### config.mk
export PLATFORM = sky130hd
export DESIGN_NAME = usb_tx_top
export DESIGN_NICKNAME = d
export VERILOG_FILES = /design/src/rtl/usb_tx_pkg.sv /design/src/rtl/usb_tx_fifo.sv /design/src/rtl/usb_pkt_serializer.sv /design/src/rtl/usb_crc16.sv /design/src/rtl/usb_line_encoder.sv /design/src/rtl/usb_tx_top.sv
export SDC_FILE = /design/constraint.sdc
export NUM_CORES = 1
export LEC_CHECK = 0
export BUFFER_PORTS_ARGS = -buffer_cell sky130_fd_sc_hd__buf_2
export CAP_MARGIN = 40
export CORE_ASPECT_RATIO = 0.7
export CORE_MARGIN = 10
export CORE_UTILIZATION = 60
export CTS_CLUSTER_DIAMETER = 120
export CTS_CLUSTER_SIZE = 25
export DETAILED_ROUTE_END_ITERATION = 16
export PLACE_DENSITY = 0.77
export SETUP_SLACK_MARGIN = 0.2
export SLEW_MARGIN = 20
export SYNTH_ARGS = -nofsm -noshare
export SYNTH_HDL_FRONTEND = slang
export SYNTH_SLANG_ARGS = --single-unit
### constraint.sdc
create_clock -name clk -period 5.2 [get_ports clk]
set_input_delay 1.04 -clock clk [delete_from_list [all_inputs] [get_ports clk]]
set_output_delay 1.04 -clock clk [all_outputs]
set_load 0.02 [all_outputs]
### src/rtl/usb_tx_pkg.sv
// Line timing, protocol constants, state encodings and PID layout for the USB transmit path.
package usb_tx_pkg;

	// ----------------------------------------------------------
	// line timing
	// ----------------------------------------------------------
	localparam int BIT_CLKS = 4;                    // clocks per full-speed bit time.
	localparam int BIT_CNT_W = $clog2(BIT_CLKS);
	localparam logic [BIT_CNT_W-1:0] BIT_LAST = BIT_CNT_W'(BIT_CLKS - 1);

	localparam int STUFF_RUN = 6;                   // ones sent before a zero is forced.
	localparam int RUN_W = $clog2(STUFF_RUN + 1);
	localparam logic [RUN_W-1:0] RUN_LIMIT = RUN_W'(STUFF_RUN);

	localparam int EOP_SE0_BITS = 2;
	localparam int SE0_W = $clog2(EOP_SE0_BITS + 1);
	localparam logic [SE0_W-1:0] SE0_LAST = SE0_W'(EOP_SE0_BITS - 1);

	localparam int FIFO_DEPTH = 8;                  // the host also starts with this many credits.
	localparam int PTR_W = $clog2(FIFO_DEPTH);
	localparam int CNT_W = PTR_W + 1;
	localparam logic [PTR_W-1:0] PTR_LAST = PTR_W'(FIFO_DEPTH - 1);
	localparam logic [CNT_W-1:0] FIFO_FULL = CNT_W'(FIFO_DEPTH);

	// ----------------------------------------------------------
	// protocol
	// ----------------------------------------------------------
	localparam logic [7:0] SYNC_BYTE = 8'h80;       // sent LSB first as KJKJKJKK.
	localparam logic [15:0] CRC16_POLY = 16'h8005;
	localparam logic [15:0] CRC16_INIT = 16'hFFFF;

	// serializer states.
	localparam logic [2:0] SER_IDLE = 3'd0;
	localparam logic [2:0] SER_SYNC = 3'd1;
	localparam logic [2:0] SER_PID = 3'd2;
	localparam logic [2:0] SER_DATA = 3'd3;
	localparam logic [2:0] SER_CRC = 3'd4;
	localparam logic [2:0] SER_WAIT_EOP = 3'd5;

	// line encoder states.
	localparam logic [1:0] ENC_IDLE = 2'd0;
	localparam logic [1:0] ENC_DATA = 2'd1;
	localparam logic [1:0] ENC_SE0 = 2'd2;
	localparam logic [1:0] ENC_J = 2'd3;

	typedef union packed
	{
		logic [7:0] raw;                        // the byte exactly as it goes on the wire.
		struct packed
		{
			logic [3:0] check;              // complement of pid.
			logic [3:0] pid;
		} fields;
	} usb_pid_byte_t;

endpackage

### src/rtl/usb_tx_fifo.sv
// Byte FIFO with last flag between the host and the serializer, returning one credit per pop.
`timescale 1ns/100ps

module usb_tx_fifo
(
	input  logic       clk,
	input  logic       n_rst,
	input  logic       in_valid,
	input  logic [7:0] in_byte,
	input  logic       in_last,
	input  logic       fifo_pop,
	output logic [7:0] fifo_byte,
	output logic       fifo_last,
	output logic       fifo_empty,
	output logic       credit_return
);

	logic [8:0] mem [usb_tx_pkg::FIFO_DEPTH];
	logic [usb_tx_pkg::PTR_W-1:0] wr_ptr;
	logic [usb_tx_pkg::PTR_W-1:0] rd_ptr;
	logic [usb_tx_pkg::CNT_W-1:0] count;

	always_ff @(posedge clk)
	begin
		if (in_valid)
			mem[wr_ptr] <= {in_last, in_byte};
	end

	// head entry is visible without a pop.
	assign {fifo_last, fifo_byte} = mem[rd_ptr];
	assign fifo_empty = (count == '0);

	always_ff @(posedge clk, negedge n_rst)
	begin
		if (n_rst == 1'b0)
		begin
			wr_ptr <= '0;
			rd_ptr <= '0;
			count <= '0;
			credit_return <= 1'b0;
		end
		else
		begin
			if (in_valid)
				wr_ptr <= (wr_ptr == usb_tx_pkg::PTR_LAST) ? '0 : wr_ptr + 1'b1;
			if (fifo_pop)
				rd_ptr <= (rd_ptr == usb_tx_pkg::PTR_LAST) ? '0 : rd_ptr + 1'b1;

			case ({in_valid, fifo_pop})
				2'b10: count <= count + 1'b1;
				2'b01: count <= count - 1'b1;
				default: count <= count;
			endcase

			credit_return <= fifo_pop;            // the freed slot goes back to the host.
		end
	end

	// ----------------------------------------------------------
	// checks
	// ----------------------------------------------------------
	a_credit_overflow: assert property (@(posedge clk) disable iff (!n_rst)
		in_valid |-> (count != usb_tx_pkg::FIFO_FULL))
		else $error("push into a full FIFO, host spent a credit it did not hold");

	a_pop_empty: assert property (@(posedge clk) disable iff (!n_rst)
		fifo_pop |-> !fifo_empty)
		else $error("pop from an empty FIFO");

endmodule

### src/rtl/usb_pkt_serializer.sv
// Packet sequencer that sends SYNC, PID and data bits LSB first and marks the CRC phase.
`timescale 1ns/100ps

module usb_pkt_serializer
(
	input  logic       clk,
	input  logic       n_rst,
	input  logic [7:0] fifo_byte,
	input  logic       fifo_last,
	input  logic       fifo_empty,
	input  logic       bit_strobe,
	input  logic       tx_hold,
	input  logic       eop_done,
	output logic       fifo_pop,
	output logic       tx_bit,
	output logic       pkt_active,
	output logic       crc_phase,
	output logic       crc_clear,
	output logic       crc_enable,
	output logic       create_eop
);

	logic [2:0] state;
	logic [7:0] shreg;
	logic [3:0] bit_cnt;
	usb_tx_pkg::usb_pid_byte_t pid_reg;
	logic pid_last;
	logic cur_last;
	logic advance;
	logic byte_done;
	logic is_data;
	logic start;

	assign advance = bit_strobe && !tx_hold;        // a stuffed slot does not consume a bit.
	assign byte_done = advance && (bit_cnt == 4'd7);
	assign is_data = (pid_reg.fields.pid[1:0] == 2'b11);
	assign start = (state == usb_tx_pkg::SER_IDLE) && !fifo_empty;

	// PID comes out on the first SYNC bit, every later byte as the one before it ends.
	assign fifo_pop = (advance && state == usb_tx_pkg::SER_SYNC && bit_cnt == 4'd0)
		|| (byte_done && state == usb_tx_pkg::SER_PID && !pid_last)
		|| (byte_done && state == usb_tx_pkg::SER_DATA && !cur_last);

	assign tx_bit = shreg[0];
	assign pkt_active = (state != usb_tx_pkg::SER_IDLE) && (state != usb_tx_pkg::SER_WAIT_EOP);
	assign crc_phase = (state == usb_tx_pkg::SER_CRC);
	assign crc_enable = (state == usb_tx_pkg::SER_DATA);
	assign crc_clear = start;

	always_ff @(posedge clk, negedge n_rst)
	begin
		if (n_rst == 1'b0)
		begin
			state <= usb_tx_pkg::SER_IDLE;
			bit_cnt <= '0;
			create_eop <= 1'b0;
		end
		else
		begin
			create_eop <= 1'b0;
			case (state)
				usb_tx_pkg::SER_IDLE:
				begin
					bit_cnt <= '0;
					if (start)
						state <= usb_tx_pkg::SER_SYNC;
				end
				usb_tx_pkg::SER_SYNC:
				begin
					if (byte_done)
						state <= usb_tx_pkg::SER_PID;
					if (advance)
						bit_cnt <= byte_done ? 4'd0 : bit_cnt + 1'b1;
				end
				usb_tx_pkg::SER_PID,
				usb_tx_pkg::SER_DATA:
				begin
					if (byte_done)
					begin
						bit_cnt <= '0;
						if (fifo_pop)
							state <= usb_tx_pkg::SER_DATA;
						else if (is_data)
							state <= usb_tx_pkg::SER_CRC;
						else
						begin
							state <= usb_tx_pkg::SER_WAIT_EOP;  // tokens and handshakes carry no CRC.
							create_eop <= 1'b1;
						end
					end
					else if (advance)
						bit_cnt <= bit_cnt + 1'b1;
				end
				usb_tx_pkg::SER_CRC:
				begin
					if (advance)
					begin
						bit_cnt <= bit_cnt + 1'b1;
						if (bit_cnt == 4'd15)
						begin
							state <= usb_tx_pkg::SER_WAIT_EOP;
							create_eop <= 1'b1;
						end
					end
				end
				usb_tx_pkg::SER_WAIT_EOP:
				begin
					if (eop_done)
						state <= usb_tx_pkg::SER_IDLE;
				end
				default: state <= usb_tx_pkg::SER_IDLE;
			endcase
		end
	end

	always_ff @(posedge clk)
	begin
		if (start)
			shreg <= usb_tx_pkg::SYNC_BYTE;
		else if (byte_done && state == usb_tx_pkg::SER_SYNC)
			shreg <= pid_reg.raw;
		else if (fifo_pop && state != usb_tx_pkg::SER_SYNC)
			shreg <= fifo_byte;
		else if (advance)
			shreg <= {1'b0, shreg[7:1]};

		if (fifo_pop && state == usb_tx_pkg::SER_SYNC)
		begin
			pid_reg.raw <= fifo_byte;
			pid_last <= fifo_last;
		end
		if (fifo_pop && state != usb_tx_pkg::SER_SYNC)
			cur_last <= fifo_last;
	end

	a_no_underrun: assert property (@(posedge clk) disable iff (!n_rst)
		(byte_done && ((state == usb_tx_pkg::SER_PID && !pid_last)
		|| (state == usb_tx_pkg::SER_DATA && !cur_last))) |-> !fifo_empty)
		else $error("FIFO underrun in the middle of a packet");

endmodule

### src/rtl/usb_crc16.sv
// Serial CRC16 generator that follows the serializer bits and shifts out the inverted remainder.
`timescale 1ns/100ps

module usb_crc16
(
	input  logic clk,
	input  logic n_rst,
	input  logic crc_clear,
	input  logic crc_enable,
	input  logic crc_phase,
	input  logic tx_bit,
	input  logic bit_strobe,
	input  logic tx_hold,
	output logic crc_bit
);

	logic [15:0] crc;
	logic advance;
	logic feedback;

	assign advance = bit_strobe && !tx_hold;
	assign feedback = crc[15] ^ tx_bit;

	// ----------------------------------------------------------
	// LFSR, fed in wire order
	// ----------------------------------------------------------
	always_ff @(posedge clk, negedge n_rst)
	begin
		if (n_rst == 1'b0)
		begin
			crc <= usb_tx_pkg::CRC16_INIT;
		end
		else if (crc_clear)
		begin
			crc <= usb_tx_pkg::CRC16_INIT;
		end
		else if (advance && crc_enable)
		begin
			crc <= {crc[14:0], 1'b0} ^ (feedback ? usb_tx_pkg::CRC16_POLY : 16'h0000);
		end
		else if (advance && crc_phase)
		begin
			crc <= {crc[14:0], 1'b0};            // remainder leaves from the top.
		end
	end

	// the encoder takes this only while the serializer is in its CRC phase.
	assign crc_bit = ~crc[15];

endmodule

### src/rtl/usb_line_encoder.sv
// Bit timer, bit stuffer, NRZI driver and EOP generator for the full-speed line.
`timescale 1ns/100ps

module usb_line_encoder
(
	input  logic clk,
	input  logic n_rst,
	input  logic pkt_active,
	input  logic tx_bit,
	input  logic crc_bit,
	input  logic crc_phase,
	input  logic create_eop,
	output logic bit_strobe,
	output logic tx_hold,
	output logic eop_done,
	output logic dp,
	output logic dm,
	output logic tx_active
);

	logic [1:0] state;
	logic [usb_tx_pkg::BIT_CNT_W-1:0] bit_timer;
	logic [usb_tx_pkg::RUN_W-1:0] ones_cnt;
	logic [usb_tx_pkg::SE0_W-1:0] se0_cnt;
	logic eop_req;
	logic stuff_slot;
	logic data_bit;

	assign bit_strobe = (state != usb_tx_pkg::ENC_IDLE) && (bit_timer == usb_tx_pkg::BIT_LAST);
	assign stuff_slot = (state == usb_tx_pkg::ENC_DATA) && (ones_cnt == usb_tx_pkg::RUN_LIMIT);
	assign tx_hold = bit_strobe && stuff_slot;
	assign data_bit = crc_phase ? crc_bit : tx_bit;
	assign tx_active = (state != usb_tx_pkg::ENC_IDLE);

	always_ff @(posedge clk, negedge n_rst)
	begin
		if (n_rst == 1'b0)
		begin
			state <= usb_tx_pkg::ENC_IDLE;
			bit_timer <= '0;
			ones_cnt <= '0;
			se0_cnt <= '0;
			eop_req <= 1'b0;
			eop_done <= 1'b0;
			dp <= 1'b1;                               // idle J.
			dm <= 1'b0;
		end
		else
		begin
			eop_done <= 1'b0;
			if (create_eop)
				eop_req <= 1'b1;

			if (state == usb_tx_pkg::ENC_IDLE || bit_strobe)
				bit_timer <= '0;
			else
				bit_timer <= bit_timer + 1'b1;

			case (state)
				usb_tx_pkg::ENC_IDLE:
				begin
					if (pkt_active)
						state <= usb_tx_pkg::ENC_DATA;
				end
				usb_tx_pkg::ENC_DATA:
				begin
					if (bit_strobe)
					begin
						if (stuff_slot || (!eop_req && !data_bit))
						begin
							dp <= ~dp;                // a zero, sent or stuffed, is a transition.
							dm <= ~dm;
							ones_cnt <= '0;
						end
						else if (eop_req)
						begin
							dp <= 1'b0;
							dm <= 1'b0;
							se0_cnt <= '0;
							eop_req <= 1'b0;
							state <= usb_tx_pkg::ENC_SE0;
						end
						else
							ones_cnt <= ones_cnt + 1'b1;
					end
				end
				usb_tx_pkg::ENC_SE0:
				begin
					if (bit_strobe)
					begin
						if (se0_cnt == usb_tx_pkg::SE0_LAST)
						begin
							dp <= 1'b1;
							dm <= 1'b0;
							state <= usb_tx_pkg::ENC_J;
						end
						else
							se0_cnt <= se0_cnt + 1'b1;
					end
				end
				default:
				begin
					if (bit_strobe)
					begin
						ones_cnt <= '0;
						eop_done <= 1'b1;            // one full bit time of J is out.
						state <= usb_tx_pkg::ENC_IDLE;
					end
				end
			endcase
		end
	end

	// ----------------------------------------------------------
	// line checks
	// ----------------------------------------------------------
	a_no_se1: assert property (@(posedge clk) disable iff (!n_rst) !(dp && dm))
		else $error("dp and dm both high");

	a_eop_in_data: assert property (@(posedge clk) disable iff (!n_rst)
		create_eop |-> (state == usb_tx_pkg::ENC_DATA) && !eop_req)
		else $error("end of packet requested outside a packet or while one is pending");

endmodule

### src/rtl/usb_tx_top.sv
// Full-speed USB transmit path joining the FIFO, serializer, CRC16 generator and line encoder.
`timescale 1ns/100ps

module usb_tx_top
(
	input  logic       clk,
	input  logic       n_rst,
	input  logic       in_valid,
	input  logic [7:0] in_byte,
	input  logic       in_last,
	output logic       credit_return,
	output logic       dp,
	output logic       dm,
	output logic       tx_active
);

	logic [7:0] fifo_byte;
	logic fifo_last;
	logic fifo_empty;
	logic fifo_pop;
	logic bit_strobe;
	logic tx_hold;
	logic eop_done;
	logic tx_bit;
	logic pkt_active;
	logic crc_phase;
	logic crc_clear;
	logic crc_enable;
	logic create_eop;
	logic crc_bit;

	usb_tx_fifo u_fifo (.clk(clk), .n_rst(n_rst), .in_valid(in_valid), .in_byte(in_byte),
		.in_last(in_last), .fifo_pop(fifo_pop), .fifo_byte(fifo_byte), .fifo_last(fifo_last),
		.fifo_empty(fifo_empty), .credit_return(credit_return));

	usb_pkt_serializer u_serializer (.clk(clk), .n_rst(n_rst), .fifo_byte(fifo_byte),
		.fifo_last(fifo_last), .fifo_empty(fifo_empty), .bit_strobe(bit_strobe),
		.tx_hold(tx_hold), .eop_done(eop_done), .fifo_pop(fifo_pop), .tx_bit(tx_bit),
		.pkt_active(pkt_active), .crc_phase(crc_phase), .crc_clear(crc_clear),
		.crc_enable(crc_enable), .create_eop(create_eop));

	// runs beside the serializer on the same strobes.
	usb_crc16 u_crc (.clk(clk), .n_rst(n_rst), .crc_clear(crc_clear), .crc_enable(crc_enable),
		.crc_phase(crc_phase), .tx_bit(tx_bit), .bit_strobe(bit_strobe), .tx_hold(tx_hold),
		.crc_bit(crc_bit));

	usb_line_encoder u_encoder (.clk(clk), .n_rst(n_rst), .pkt_active(pkt_active),
		.tx_bit(tx_bit), .crc_bit(crc_bit), .crc_phase(crc_phase), .create_eop(create_eop),
		.bit_strobe(bit_strobe), .tx_hold(tx_hold), .eop_done(eop_done), .dp(dp), .dm(dm),
		.tx_active(tx_active));

endmodule

==> impl_metrics.tcl <==
set metrics [dict create \
    route.antenna.remaining_nets 0 \
    cts-buffers-inserted 17 \
    synth_seq_area_share 0.621 \
    cts_tree "done" \
    ios 16 \
    dp_hpwl_um 8300 \
    drtPass1Iterations 7 \
    synth_top_area_frac 0.398 \
    top_layer_used "met4" \
    p_per_area_nw_per_um2 562 \
    placement.io_buffers 15 \
    cts_max_path_buffers 2 \
    fin_nets 511 \
    setup_tns_ns 0 \
    cts_resized 0 \
    hold_depth 1 \
    path_clk_slew_ns 0.06 \
    synthFlopType "edfxtp_1" \
    grt_max_degree 49 \
    wl_met2_um 6080 \
    cts_root_buf "clkbuf_16" \
    reg2reg_to "u_fifo.count[3]" \
    yosys-top-cells-count "edfxtp_1 (82), nor2_1 (39), nand2_1 (34)" \
    endpoint_kind "register" \
    overflow 0 \
    slew_headroom 0.452 \
    ys_ff_latch 138 \
    cp-start-kind "register" \
    clock_skew_ns 0.00732 \
    syn_area_per_cell_um2 13.6 \
    fmax_mhz 293 \
    synth_edf_count 82 \
    worst-r2r-setup-slack_ns 1.78 \
    tightest_slew_ns 0.819 \
    grt_setup_unrepaired "no" \
    wl_met1_um 5770 \
    grt_use_total 0.184 \
    die_h_um 105 \
    drt_iter0_drc 442 \
    fin_util 0.723 \
    status "completed" \
    initial_core_util 0.627 \
    die_w_um 141 \
    cts_setup_buffers 0 \
    r2r_cells 10 \
    max_cap_viol_count 0 \
    clk_latency_ns 0.42 \
    ir_drop_uv 398 \
    ys_top_cells_by_area "edfxtp_1 (40%), dfrtp_1 (13%), dfstp_2 (7.2%)" \
    criticalPathCategory "reg -> reg" \
    regMostFlops "u_fifo.mem" \
    hold_violations 0 \
    synth_warnings 0 \
    grt_first_pass_wirelength_um 21300 \
    routed_wl_um 13400 \
    cts-hold-fix-buffers 0 \
    setup_viol 0 \
    wire_per_inst_um 21.5 \
    syn-num-nets 485 \
    place_congestion 0.922 \
    area_growth_pct 15.2 \
    syn_area_um2 6190 \
    htreeDepth 4 \
    ys_types 63 \
    layout-drive-gt1-share 0.243 \
    largest_register_ffs 72 \
    holdCritStartpoint "u_encoder.bit_timer[0]" \
    async_reset_ff_frac 0.348 \
    fin_crit_sh 0.657 \
    required_ns 5.54 \
    reg2reg_from "u_encoder.state[0]" \
    cp_max_fo 10 \
    reg.largest.list "u_fifo.mem: 72 flops, u_crc.crc: 16 flops" \
    maxSlewViolCount 0 \
    yosysTopAreaCell "edfxtp_1" \
    hold_path.class "reg -> reg" \
    min_period_ns 3.42 \
    p_total_w 0.00401 \
    hold_end "u_encoder.bit_timer[0]" \
    num_vias 3998 \
    critPathArrivalTime_ns 3.76 \
    yosysMostFrequentCell "edfxtp_1" \
    cts.sinks 138 \
    leakage_nw 2.63 \
    die_area_um2 14900 \
    viasPerCell 6.43 \
    wl_met3_um 1140 \
    antennaDiodeCount 0 \
    netlist_instances 455 \
    drc 0 \
    grt_pass1_vias 3949 \
    rows 30 \
    antenna_found_initial 0 \
    core_um2 9870 \
]
[logic make-up (layout without fill, tap and decap cells)]
family | after synthesis | after routing | synth area share
AOI/OAI and AO/OA | 86 | 86 | 0.0950
xor gates and xnor gates | 10 | 10 | 0.0141
adders and majority gates | 19 | 19 | 0.0380
buffers and inverters | 37 | 76 | 0.0246
DFF | 138 | 138 | 0.621
muxes | 42 | 42 | 0.108
and+or+nand+nor | 123 | 123 | 0.0992
[through the flow]
stage                     worst slack (ns)  instance area (um^2)  hold slack, ns  std cells
after floorplan                       2.67                  6190           0.419        455
after global placement                2.17                  6370           0.427        580
after detailed placement              1.93                  6420           0.443        587
after CTS                             1.82                  7100           0.451        619
after global routing                  1.49                  7130           0.477        622
final                                 1.78                  7130           0.456        622
[worst max-delay path: stages, from the launching register on]
cell	delay, ns
dfrtp_1	0.40
inv_1	0.10
ha_1	0.31
nor2b_1	0.60
nand2_1	0.33
a21oi_4	0.35
ha_1	0.32
nor4bb_1	0.40
a211oi_1	0.09
a211oi_1	0.26
xor2_1	0.17
[placed cells by master (no fill, tap or decap), drive strengths merged, types with 5 or more instances in the layout]
cell type,count
edfxtp,82
o221ai,8
a21oi,25
nor3,9
nand2,34
ha,18
clkbuf,18
nor2,39
dfrtp,31
mux4,18
nand3,7
dfxtp,8
a211oi,5
mux2,20
bufinv,7
o21ai,18
buf,29
inv,15
xor2,6
o211ai,5
dfstp,17
[power breakdown]
part           switching [W]  total, W  internal [W]
logic               0.000544   0.00101      0.000471
clock network       0.000452   0.00139      0.000942
registers           0.000180   0.00160       0.00142
total                0.00118   0.00401       0.00283
[how the worst max path moves through the flow]
stage | start | end | cells after the start | slack [ns]
finish | u_encoder.state[0] | u_fifo.count[3] | 10 | 1.78
global route | u_encoder.state[1] | u_fifo.count[3] | 10 | 1.49
CTS | u_encoder.state[0] | u_fifo.count[3] | 10 | 1.82
detailed placement | u_encoder.state[0] | u_fifo.count[3] | 10 | 1.93
global placement | u_encoder.state[0] | u_fifo.count[2] | 12 | 2.17
floorplan | u_encoder.state[1] | u_fifo.count[2] | 13 | 2.67
[layout make-up]
type,count,area (um^2)
Inverter,15,56.3
Clock buffer,18,429
Multi-Input combinational cell,280,2210
Fill cell,608,2740
Sequential cell,138,3840
Tap cell,128,160
Clock inverter,14,250
Timing Repair Buffer,29,188
[layer usage]
layer  vias up  GRT usage
li1       1769          -
met1      1960      0.252
met2       218      0.269
met3        51     0.0520
met4         0     0.0779
met5         -          0
(Power assumes the default switching activity.)
